<file path="src/rv_defines.svh">
`ifndef RV_DEFINES_SVH
`define RV_DEFINES_SVH

// datapath geometry
`define RV_XLEN  32
`define RV_NREGS 32

// base opcodes of the supported subset
`define RV_OP_OP     7'b0110011
`define RV_OP_OP_IMM 7'b0010011
`define RV_OP_LUI    7'b0110111
`define RV_OP_AUIPC  7'b0010111
`define RV_OP_JAL    7'b1101111
`define RV_OP_BRANCH 7'b1100011

`endif

</file>
<file path="src/rv_pkg.sv">
`include "rv_defines.svh"

package rv_pkg;

    typedef logic [`RV_XLEN-1:0]          rv_word;    // data, pc, immediates
    typedef logic [$clog2(`RV_NREGS)-1:0] rv_reg_idx;
    typedef logic [2:0]                   rv_funct3;

    typedef enum logic [3:0] {
        alu_add,
        alu_sub,
        alu_sll,
        alu_slt,
        alu_sltu,
        alu_xor,
        alu_srl,
        alu_sra,
        alu_or,
        alu_and
    } alu_op_e;

    typedef enum logic {
        src_a_reg,
        src_a_pc     // auipc
    } src_a_sel_e;

    typedef enum logic {
        src_b_reg,
        src_b_imm
    } src_b_sel_e;

    typedef enum logic [1:0] {
        wb_alu,
        wb_imm,      // lui
        wb_pc_plus4  // link value of jal
    } wb_sel_e;

endpackage

</file>
<file path="src/rv_ifs.sv">
`timescale 1ns/100ps

// register indices and immediate from the decoder
interface decode_fields_if;
    import rv_pkg::*;

    rv_reg_idx rs1;
    rv_reg_idx rs2;
    rv_reg_idx rd;
    rv_word    imm;

    modport src (output rs1, output rs2, output rd, output imm);
    modport rf  (input rs1, input rs2);
    modport exe (input rs1, input rs2, input rd, input imm);
endinterface

// control word from the control unit to execute
interface ctrl_word_if;
    import rv_pkg::*;

    alu_op_e    alu_op;
    src_a_sel_e src_a_sel;
    src_b_sel_e src_b_sel;
    wb_sel_e    wb_sel;
    logic       reg_write;
    logic       is_branch;
    logic       is_jump;
    rv_funct3   br_funct3;

    modport src (
        output alu_op, output src_a_sel, output src_b_sel, output wb_sel,
        output reg_write, output is_branch, output is_jump, output br_funct3
    );
    modport exe (
        input alu_op, input src_a_sel, input src_b_sel, input wb_sel,
        input reg_write, input is_branch, input is_jump, input br_funct3
    );
endinterface

</file>
<file path="src/instr_fields.sv">
`timescale 1ns/100ps
`include "rv_defines.svh"

module instr_fields (
    input  rv_pkg::rv_word  i_instr,
    decode_fields_if.src    fields
);
    import rv_pkg::*;

    logic [6:0] opcode;
    rv_word     imm_i;
    rv_word     imm_u;
    rv_word     imm_b;
    rv_word     imm_j;

    assign opcode = i_instr[6:0];

    assign fields.rs1 = i_instr[19:15];
    assign fields.rs2 = i_instr[24:20];
    assign fields.rd  = i_instr[11:7];

    assign imm_i = {{20{i_instr[31]}}, i_instr[31:20]};
    assign imm_u = {i_instr[31:12], 12'b0};
    assign imm_b = {
        {19{i_instr[31]}},
        i_instr[31],
        i_instr[7],
        i_instr[30:25],
        i_instr[11:8],
        1'b0                // branch offsets are halfword aligned
    };
    assign imm_j = {
        {11{i_instr[31]}},
        i_instr[31],
        i_instr[19:12],
        i_instr[20],
        i_instr[30:21],
        1'b0
    };

    always_comb begin
        case (opcode)
            `RV_OP_LUI,
            `RV_OP_AUIPC:  fields.imm = imm_u;
            `RV_OP_JAL:    fields.imm = imm_j;
            `RV_OP_BRANCH: fields.imm = imm_b;
            default:       fields.imm = imm_i;  // op-imm, don't care for r-type
        endcase
    end

endmodule

</file>
<file path="src/control_unit.sv">
`timescale 1ns/100ps
`include "rv_defines.svh"

module control_unit (
    input  rv_pkg::rv_word  i_instr,
    input  logic            i_valid,
    ctrl_word_if.src        ctrl
);
    import rv_pkg::*;

    logic [6:0] opcode;
    rv_funct3   funct3;
    logic       funct7_b5;

    // shared by op and op-imm, alt selects sub or sra
    function automatic alu_op_e alu_from_funct3(input rv_funct3 f3, input logic alt);
        alu_op_e op;
        case (f3)
            3'b000:  op = alt ? alu_sub : alu_add;
            3'b001:  op = alu_sll;
            3'b010:  op = alu_slt;
            3'b011:  op = alu_sltu;
            3'b100:  op = alu_xor;
            3'b101:  op = alt ? alu_sra : alu_srl;
            3'b110:  op = alu_or;
            default: op = alu_and;
        endcase
        return op;
    endfunction

    assign opcode    = i_instr[6:0];
    assign funct3    = i_instr[14:12];
    assign funct7_b5 = i_instr[30];

    assign ctrl.br_funct3 = funct3;  // comparator condition code

    always_comb begin
        ctrl.alu_op    = alu_add;
        ctrl.src_a_sel = src_a_reg;
        ctrl.src_b_sel = src_b_reg;
        ctrl.wb_sel    = wb_alu;
        ctrl.reg_write = 1'b0;       // bubble unless recognised
        ctrl.is_branch = 1'b0;
        ctrl.is_jump   = 1'b0;

        case (opcode)
            `RV_OP_OP: begin
                ctrl.alu_op    = alu_from_funct3(funct3, funct7_b5);
                ctrl.reg_write = i_valid;
            end
            `RV_OP_OP_IMM: begin
                // addi has no subtract form, bit 30 is immediate there
                ctrl.alu_op    = alu_from_funct3(funct3, (funct3 == 3'b101) && funct7_b5);
                ctrl.src_b_sel = src_b_imm;
                ctrl.reg_write = i_valid;
            end
            `RV_OP_LUI: begin
                ctrl.wb_sel    = wb_imm;
                ctrl.reg_write = i_valid;
            end
            `RV_OP_AUIPC: begin
                ctrl.src_a_sel = src_a_pc;
                ctrl.src_b_sel = src_b_imm;
                ctrl.reg_write = i_valid;
            end
            `RV_OP_JAL: begin
                ctrl.wb_sel    = wb_pc_plus4;
                ctrl.reg_write = i_valid;
                ctrl.is_jump   = i_valid;
            end
            `RV_OP_BRANCH: begin
                ctrl.is_branch = i_valid;
            end
            default: ;
        endcase
    end

endmodule

</file>
<file path="src/regfile.sv">
`timescale 1ns/100ps
`include "rv_defines.svh"

module regfile (
    input  logic              i_clk,
    input  logic              i_rst_n,
    decode_fields_if.rf       fields,
    input  logic              i_we,
    input  rv_pkg::rv_reg_idx i_waddr,
    input  rv_pkg::rv_word    i_wdata,
    output rv_pkg::rv_word    o_rdata1,
    output rv_pkg::rv_word    o_rdata2
);
    import rv_pkg::*;

    rv_word regs [`RV_NREGS];

    always_ff @(posedge i_clk) begin
        if (!i_rst_n) begin
            for (int i = 0; i < `RV_NREGS; i++) begin
                regs[i] <= '0;
            end
        end else if (i_we && (i_waddr != '0)) begin  // x0 writes dropped
            regs[i_waddr] <= i_wdata;
        end
    end

    // async read, x0 forced to zero
    assign o_rdata1 = (fields.rs1 == '0) ? '0 : regs[fields.rs1];
    assign o_rdata2 = (fields.rs2 == '0) ? '0 : regs[fields.rs2];

endmodule

</file>
<file path="src/execute_stage.sv">
`timescale 1ns/100ps
`include "rv_defines.svh"

module execute_stage (
    input  logic              i_clk,
    input  logic              i_rst_n,
    decode_fields_if.exe      fields,
    ctrl_word_if.exe          ctrl,
    input  rv_pkg::rv_word    i_pc,
    input  rv_pkg::rv_word    i_rdata1,
    input  rv_pkg::rv_word    i_rdata2,
    output logic              o_we,
    output rv_pkg::rv_reg_idx o_waddr,
    output rv_pkg::rv_word    o_wdata,
    output logic              o_br_valid,
    output logic              o_br_taken,
    output rv_pkg::rv_word    o_br_target
);
    import rv_pkg::*;

    // id/ex stage
    alu_op_e    ex_alu_op;
    src_a_sel_e ex_src_a_sel;
    src_b_sel_e ex_src_b_sel;
    wb_sel_e    ex_wb_sel;
    logic       ex_reg_write;
    logic       ex_is_branch;
    logic       ex_is_jump;
    rv_funct3   ex_br_funct3;
    rv_word     ex_pc;
    rv_word     ex_imm;
    rv_reg_idx  ex_rd;
    rv_word     ex_op1;
    rv_word     ex_op2;

    // writeback stage
    logic       wb_we;
    rv_reg_idx  wb_rd;
    rv_word     wb_data;
    logic       wb_br_valid;
    logic       wb_br_taken;
    rv_word     wb_br_target;

    logic       ex_we;
    rv_word     fwd1;
    rv_word     fwd2;
    rv_word     alu_a;
    rv_word     alu_b;
    rv_word     alu_out;
    logic       br_cond;
    rv_word     ex_result;

    assign ex_we = ex_reg_write && (ex_rd != '0);

    // execute result first, then writeback register, then regfile
    assign fwd1 = (ex_we && fields.rs1 == ex_rd) ? ex_result :
                  (wb_we && fields.rs1 == wb_rd) ? wb_data : i_rdata1;
    assign fwd2 = (ex_we && fields.rs2 == ex_rd) ? ex_result :
                  (wb_we && fields.rs2 == wb_rd) ? wb_data : i_rdata2;

    always_ff @(posedge i_clk) begin
        if (!i_rst_n) begin
            ex_alu_op    <= alu_add;
            ex_src_a_sel <= src_a_reg;
            ex_src_b_sel <= src_b_reg;
            ex_wb_sel    <= wb_alu;
            ex_reg_write <= 1'b0;
            ex_is_branch <= 1'b0;
            ex_is_jump   <= 1'b0;
            ex_br_funct3 <= '0;
            wb_we        <= 1'b0;
            wb_br_valid  <= 1'b0;
            wb_br_taken  <= 1'b0;
        end else begin
            ex_alu_op    <= ctrl.alu_op;
            ex_src_a_sel <= ctrl.src_a_sel;
            ex_src_b_sel <= ctrl.src_b_sel;
            ex_wb_sel    <= ctrl.wb_sel;
            ex_reg_write <= ctrl.reg_write;
            ex_is_branch <= ctrl.is_branch;
            ex_is_jump   <= ctrl.is_jump;
            ex_br_funct3 <= ctrl.br_funct3;
            wb_we        <= ex_we;
            wb_br_valid  <= ex_is_branch || ex_is_jump;  // one pulse per branch/jal
            wb_br_taken  <= (ex_is_branch && br_cond) || ex_is_jump;
        end
    end

    always_ff @(posedge i_clk) begin
        ex_pc        <= i_pc;
        ex_imm       <= fields.imm;
        ex_rd        <= fields.rd;
        ex_op1       <= fwd1;
        ex_op2       <= fwd2;
        wb_rd        <= ex_rd;
        wb_data      <= ex_result;
        wb_br_target <= ex_pc + ex_imm;
    end

    assign alu_a = (ex_src_a_sel == src_a_pc)  ? ex_pc  : ex_op1;
    assign alu_b = (ex_src_b_sel == src_b_imm) ? ex_imm : ex_op2;

    always_comb begin
        case (ex_alu_op)
            alu_sub:  alu_out = alu_a - alu_b;
            alu_sll:  alu_out = alu_a << alu_b[4:0];
            alu_slt:  alu_out = {{(`RV_XLEN-1){1'b0}}, $signed(alu_a) < $signed(alu_b)};
            alu_sltu: alu_out = {{(`RV_XLEN-1){1'b0}}, alu_a < alu_b};
            alu_xor:  alu_out = alu_a ^ alu_b;
            alu_srl:  alu_out = alu_a >> alu_b[4:0];
            alu_sra:  alu_out = $signed(alu_a) >>> alu_b[4:0];
            alu_or:   alu_out = alu_a | alu_b;
            alu_and:  alu_out = alu_a & alu_b;
            default:  alu_out = alu_a + alu_b;
        endcase
    end

    // branch compare always on the two register operands
    always_comb begin
        case (ex_br_funct3)
            3'b000:  br_cond = (ex_op1 == ex_op2);
            3'b001:  br_cond = (ex_op1 != ex_op2);
            3'b100:  br_cond = ($signed(ex_op1) < $signed(ex_op2));
            3'b101:  br_cond = ($signed(ex_op1) >= $signed(ex_op2));
            3'b110:  br_cond = (ex_op1 < ex_op2);
            3'b111:  br_cond = (ex_op1 >= ex_op2);
            default: br_cond = 1'b0;  // reserved encodings never taken
        endcase
    end

    always_comb begin
        case (ex_wb_sel)
            wb_imm:      ex_result = ex_imm;
            wb_pc_plus4: ex_result = ex_pc + 32'd4;
            default:     ex_result = alu_out;
        endcase
    end

    assign o_we        = wb_we;
    assign o_waddr     = wb_rd;
    assign o_wdata     = wb_data;
    assign o_br_valid  = wb_br_valid;
    assign o_br_taken  = wb_br_taken;
    assign o_br_target = wb_br_target;

endmodule

</file>
<file path="src/datapath_top.sv">
`timescale 1ns/100ps

module datapath_top (
    input  logic              i_clk,
    input  logic              i_rst_n,
    input  logic              i_valid,
    input  rv_pkg::rv_word    i_instr,
    input  rv_pkg::rv_word    i_pc,
    output logic              o_wb_valid,
    output rv_pkg::rv_reg_idx o_wb_rd,
    output rv_pkg::rv_word    o_wb_data,
    output logic              o_br_valid,
    output logic              o_br_taken,
    output rv_pkg::rv_word    o_br_target
);
    import rv_pkg::*;

    rv_word rdata1;
    rv_word rdata2;

    decode_fields_if fields_if ();
    ctrl_word_if     ctrl_if ();

    instr_fields i_instr_fields (
        .i_instr (i_instr),
        .fields  (fields_if)
    );

    control_unit i_control_unit (
        .i_instr (i_instr),
        .i_valid (i_valid),
        .ctrl    (ctrl_if)
    );

    // write port fed straight from the writeback register
    regfile i_regfile (
        .i_clk    (i_clk),
        .i_rst_n  (i_rst_n),
        .fields   (fields_if),
        .i_we     (o_wb_valid),
        .i_waddr  (o_wb_rd),
        .i_wdata  (o_wb_data),
        .o_rdata1 (rdata1),
        .o_rdata2 (rdata2)
    );

    execute_stage i_execute_stage (
        .i_clk       (i_clk),
        .i_rst_n     (i_rst_n),
        .fields      (fields_if),
        .ctrl        (ctrl_if),
        .i_pc        (i_pc),
        .i_rdata1    (rdata1),
        .i_rdata2    (rdata2),
        .o_we        (o_wb_valid),
        .o_waddr     (o_wb_rd),
        .o_wdata     (o_wb_data),
        .o_br_valid  (o_br_valid),
        .o_br_taken  (o_br_taken),
        .o_br_target (o_br_target)
    );

endmodule

</file>
<file path="config.mk">
export PLATFORM = sky130hd
export DESIGN_NAME = datapath_top
export DESIGN_NICKNAME = d
export VERILOG_FILES = /design/src/rv_pkg.sv /design/src/rv_ifs.sv /design/src/instr_fields.sv /design/src/control_unit.sv /design/src/regfile.sv /design/src/execute_stage.sv /design/src/datapath_top.sv
export VERILOG_INCLUDE_DIRS = /design/src
export SDC_FILE = /design/constraint.sdc
export NUM_CORES = 2
export LEC_CHECK = 0
export BUFFER_PORTS_ARGS = -buffer_cell sky130_fd_sc_hd__buf_2
export CORE_ASPECT_RATIO = 0.75
export CORE_MARGIN = 5
export CORE_UTILIZATION = 50
export DETAILED_ROUTE_END_ITERATION = 8
export PLACE_DENSITY = 0.71
export SYNTH_ARGS = -nofsm -noshare
export SYNTH_HDL_FRONTEND = slang
export SYNTH_HIERARCHICAL = 1
export SYNTH_SLANG_ARGS = --single-unit
export TNS_END_PERCENT = 50
</file>
<file path="constraint.sdc">
create_clock -name i_clk -period 4.65 [get_ports i_clk]
set_input_delay 0.6975 -clock i_clk [delete_from_list [all_inputs] [get_ports i_clk]]
set_output_delay 0.6975 -clock i_clk [all_outputs]
set_load 0.01 [all_outputs]
</file>
# After elaboration in Yosys (flattened, before gate mapping)
# Memories as Yosys holds them, arrays and structs flattened.
# Index checks and enable logic that the tools add are counted.
# word_totals
ff_bits,219
latchBits,0
ramBits,1024
mem_bits_ro,0
input_bits,67
out_inout_bits,72
elab_cells,122
mem_count,1
# op_classes
add_sub_neg,4
mul,0
n_div,0
magnitude_cmp,6
eq_ne,34
shifts,3
n_mux,29
bitwise_logic,3
reduce_logical,23
# mem_list
memory,depth,word_bits,rd,rd_ports_with_merged_regs,write_ports,line_no,source
i_regfile.regs,32,32,2,0,32,regfile.sv:16,rv_word regs [`RV_NREGS];
# op_table
cell,n
$mux 32,9
$pmux 32 s9,1
$lt 32x32->1,4
$pmux 31 s3,1
$add 32x32->32,2
$ge 32x32->1,2
$pmux 32 s2,1
$pmux 4 s7,2
$add 32x3->32 const B,1
$and 32x32->32,1
$eq 32x32->1,1
$ne 32x32->1,1
$or 32x32->32,1
$reduce_or 32->1,1
$shl 32x5->32,1
$shr 32x5->32,1
$sshr 32x5->32,1
$sub 32x32->32,1
$xor 32x32->32,1
$eq 3x3->1 const B,7
$eq 5x5->1,4
$eq 4x3->1 const B,4
$eq 7x5->1 const B,2
$eq 7x6->1 const B,2
other kinds (21),50

# Depth between registers and ports, before layout
# logic_depth
ltp_word,7
mapped_depth,19
mapped_depth_nobuf,15

# Hierarchy
# Netlist, hierarchy kept.
# by_module_without_submodules
mod,n_inst,cells_per_inst,area_each_um2,seq_area_each_um2
regfile,1,3509,54204.5,30749.5
execute_stage,1,2433,19241.0,4384.2
instr_fields,1,64,494.2,0.0
control_unit,1,31,203.9,0.0

# Least setup slack after synthesis
# Ideal clock, no wire load.
# synth_path
kind,input port to flip-flop
startpoint,input port i_rst_n
endpoint,"memory i_regfile/regs[28][0] (netlist name), enable pin"
setup_ps,466
t_arrival_ps,3773
required_ps,4184
path_slack_ps,412
stages,5
path_buffers,2
cell_sequence,buf_2 > nand2_1 > or3_1 > clkbuf_1 > o21ai_0
# synth_rtl
element,line_no,source
"start, declared",datapath_top.sv:5,"input logic i_rst_n,"
"end, declared",regfile.sv:16,

# Final worst setup path
# layout_path
startpoint,register i_execute_stage.ex_src_a_sel
endpoint,register i_execute_stage.ex_op1[0]
# layout_via
elab_chain_len,5
elab_cells_between_ends,14
cone_classes,add/sub (2); order compare (2); shift (3); mux (4); bitwise (3)
# layout_rtl
element,line_no,source
"start, declared",execute_stage.sv:23,src_a_sel_e ex_src_a_sel;
"start signal, assigned",execute_stage.sv:64,ex_src_a_sel <= src_a_reg;
"start signal, assigned",execute_stage.sv:76,ex_src_a_sel <= ctrl.src_a_sel;
$mux 32 (*),execute_stage.sv:100,assign alu_a = (ex_src_a_sel == src_a_pc) ? ex_pc : ex_op1;
"$add 32x32->32, or another cell as far along",execute_stage.sv:114,default: alu_out = alu_a + alu_b;
$pmux 32 s9 (*),execute_stage.sv:104,case (ex_alu_op)
$pmux 32 s2 (*),execute_stage.sv:132,case (ex_wb_sel)
$mux 32 (*),execute_stage.sv:56,assign fwd1 = (ex_we && fields.rs1 == ex_rd) ? ex_result :
via i_execute_stage.fwd1[0],execute_stage.sv:45,rv_word fwd1;
"end signal, assigned",execute_stage.sv:93,ex_op1 <= fwd1;
"end, declared",execute_stage.sv:33,rv_word ex_op1;
# Mark *: on every way through the listed nets, which the timed path passes. The rest lies on a longest branch.
# A chain may end at the register's enable or synchronous reset.

==> flow_metrics.env <==
export IMPL_wirelength_mm=299
export IMPL_tightest_slew_ps=1440
export IMPL_rsz0062_at_grt="no"
export IMPL_first_iter_violations=10387
export IMPL_required_ps=5300
export IMPL_grt_pass1_vias=54229
export IMPL_worst_r2r_path_depth=15
export IMPL_ctsLongestPathBuffers=3
export IMPL_grt_pass1_wl_mm=418
export IMPL_path_cells="buf_4, mux2i_1, ha_1, nor3_1, o21ai_0, a31oi_1, o21ai_0, buf_4, a21oi_1, nor2_1, o211ai_1, a311oi_1, buf_4, o21ai_1, a21oi_1"
export IMPL_die_h_um=343
export IMPL_post_cts_setup_buffer_count=0
export IMPL_yosys_warnings=6
export IMPL_syn2layout_area_growth_pct=12.9
export IMPL_worstSkewPairLatency_ps=800
export IMPL_worst_setup_path_type="reg2reg"
export IMPL_vias_per_cell=6.94
export IMPL_synth_edf_count=1024
export IMPL_layout_setup_ws_ps=23.8
export IMPL_start_util_pct=50.3
export IMPL_finalSetupTns_ps=0
export IMPL_cts_tree="built"
export IMPL_gr_total_overflow=0
export IMPL_port_buffers=138
export IMPL_stdcell_area_mm2=0.0837
export IMPL_dr_total_vias=57894
export IMPL_hold_viol=0
export IMPL_reg2reg_slack_ps=20
export IMPL_worstPathArrival_ps=5280
export IMPL_track_usage_pct=37.7
export IMPL_whs_path_depth=1
export IMPL_holdPathEnd="i_execute_stage/ex_rd[0]"
export IMPL_synth_area_leaders="edfxtp_1, mux4_2, and2_1"
export IMPL_core_area_mm2=0.147
export IMPL_cp_slowest_cell="mux2i_1"
export IMPL_final_cells=8345
export IMPL_ctsRootBufferMaster="clkbuf_16"
export IMPL_endpoint_kind="flip-flop"
export IMPL_yosysSeqAreaShare_pct=47.4
export IMPL_async_flop_share_pct=0
export IMPL_worstHoldPathType="in2reg"
export IMPL_cap_violations=0
export IMPL_run_status="finished, final reports clean"
export IMPL_drc=0
export IMPL_use_met2_pct=49.0
export IMPL_placed_area_mm2=0.0791
export IMPL_cp_start_kind="flip-flop"
export IMPL_place_inst=8064
export IMPL_chipWidth_um=455
export IMPL_numClockSinks=1243
export IMPL_synthCells=6037
export IMPL_synth_flop_cell="edfxtp_1"
export IMPL_fill_cells=11925
export IMPL_ant_nets=0
export IMPL_grt_use_met3_pct=18.0
export IMPL_cts_buffers=121
export IMPL_hp_start="i_instr[7]"
export IMPL_netlist_area_leader_share_pct=41.5
export IMPL_grt_use_met1_pct=55.4
export IMPL_layout_drive_gt1_share_pct=23.1
export IMPL_path_common_cell="buf_4"
export IMPL_final_nets=6471
export IMPL_place_ws_ps=125
export IMPL_drv_slew=0
export IMPL_period_share_pct=99.5
export IMPL_syn_area_per_cell_um2=12.3
export IMPL_fin_crit_ps=4630
export IMPL_yosysUniqueCellTypes=106
export IMPL_setup_viol_count_final=0
export IMPL_firstDrtPassIters=7
export IMPL_yosysTopAreaCell="edfxtp_1"
export IMPL_finClkSkew_ps=42.0
export IMPL_grt_start_max_net_pins=66
export IMPL_syn_area_mm2=0.0741
export IMPL_clkTransAtPathRegs_ps=70
export IMPL_ioPinCount=139
export IMPL_power_density_mw_per_mm2=388
export IMPL_max_freq_mhz=216
export IMPL_dieArea_mm2=0.156
export IMPL_num_rows=122
export IMPL_rr_startpoint="i_execute_stage/ex_src_a_sel"
export IMPL_post_dp_hpwl_mm=213
export IMPL_gp_congestion=1.10
export IMPL_slowest_delay_ps=550
export IMPL_worst_path_max_fanout=8
export IMPL_leakagePower_nw=31.9
export IMPL_ir_drop_v=0.000312
export IMPL_r2r_end="i_execute_stage/ex_op1[0]"
export IMPL_relSlewSlack_pct=2.97
export IMPL_antenna_found_initial=13
export IMPL_busiest_layer="met1"
export IMPL_htree_num_levels=3
export IMPL_ys_ff_latch=1243
export IMPL_yosysMostFrequentCell="edfxtp_1"
export IMPL_critPathLaunch="i_execute_stage/ex_src_a_sel"
export IMPL_wl_per_cell_um=35.9
export IMPL_synth_common_cells="edfxtp_1, and2_1, mux4_2, clkbuf_1, mux2i_1"
==> per-layer routing <==
metal | up-vias | part of all wire, % | wire (um)
met2 | 5153 | 39 | 116000
met1 | 28843 | 39 | 117000
met3 | 678 | 18 | 55200
li1 | 23210 | - | -
met5 | - | 0.038 | 115
met4 | 10 | 3.8 | 11200
==> registers in the layout (all words and copies together) (netlist names), 2 cells and up <==
signal	flops
i_execute_stage/ex_br_funct3	3
i_execute_stage/o_wdata	32
i_execute_stage/o_waddr	5
i_execute_stage/ex_op1	32
i_execute_stage/ex_imm	32
i_regfile/regs	1024
i_execute_stage/ex_wb_sel	2
i_execute_stage/o_br_target	32
i_execute_stage/ex_op2	32
i_execute_stage/ex_alu_op	4
i_execute_stage/ex_pc	32
i_execute_stage/ex_rd	5
==> worst max path at each step <==
stage / end / slack, ps / cells after the start
final: i_execute_stage/ex_op1[0] / 20 / 15
after global routing: i_execute_stage/ex_op1[0] / 10 / 17
after floorplan: i_regfile/regs[28][0] / 410 / 5
after global placement: i_execute_stage/ex_op2[1] / -310 / 8
after CTS: i_execute_stage/ex_op1[14] / 90 / 16
after detailed placement: i_execute_stage/ex_op1[14] / 120 / 16
==> cell families (layout without fill, tap and decap cells) <==
group	Yosys count	after routing	synth area share, %
other	1	47	0.00506
and+or+nand+nor	1867	1867	14.3
DFF	1243	1243	47.4
muxes	858	858	19.8
AOI/OAI and AO/OA	1069	1069	10.1
buffers and inverters	737	1015	4.47
xor gates and xnor gates	96	96	1.13
adders and majority gates	166	166	2.83
==> final cells by class <==
| type | count | area, um^2 | area share, % |
|---|---|---|---|
| clock inverter | 84 | 965 | 1.15 |
| tap | 1984 | 2480 | 2.97 |
| timing repair buffer | 613 | 4820 | 5.76 |
| clock buffer | 147 | 3280 | 3.92 |
| multi-input combinational | 4088 | 36300 | 43.4 |
| antenna | 15 | 37.5 | 0.0448 |
| inverter | 171 | 644 | 0.770 |
| sequential | 1243 | 35100 | 42.0 |
==> repair_timing <==
item	4_1_cts	5_1_grt
endpoints found under the hold margin	35	0
resized for setup	0	2
setup endpoints to repair	0	3
hold buffers	35	0
==> power by group <==
part	switching, mW	internal (mW)
Clock	4.66	5.91
Sequential	0.701	12.7
Combinational	5.74	2.84
Total	11.1	21.4
==> cell usage in the layout, fill, tap and decap left out, drive strengths merged, types with 48 or more instances in the layout <==
cell type / n
nor2: 221
nor2b: 71
xnor2: 62
clkinv: 48
buf: 578
a22o: 59
mux2: 62
inv: 180
edfxtp: 1024
mux2i: 325
a21o: 65
a21oi: 195
ha: 163
a211oi: 118
nand2: 192
and2: 1020
o21ai: 152
dfxtp: 219
nand3: 59
nor3: 108
o22ai: 89
mux4: 471
clkbuf: 147
==> critical path: cells and delay by family (launching register included) <==
| family | cells | cell delay, ps |
|---|---|---|
| AOI/OAI and AO/OA | 8 | 1980 |
| buffers and inverters | 3 | 710 |
| muxes | 1 | 550 |
| DFF | 1 | 480 |
| adders and majority gates | 1 | 440 |
| and+or+nand+nor | 2 | 330 |
==> metrics by stage <==
| stage | power, mW | utilization, % | hold WS [ps] |
|---|---|---|---|
| after detailed placement | 21.6 | 53.6 | 406 |
| after CTS | 32.1 | 56.7 | 25.6 |
| final | 32.5 | 56.8 | 102 |
| after global placement | 21.6 | 53.6 | 398 |
| after global routing | 33.3 | 56.7 | 46.3 |
| after floorplan | 17.9 | - | 381 |
Note: power is estimated with default switching activity, not from simulation.
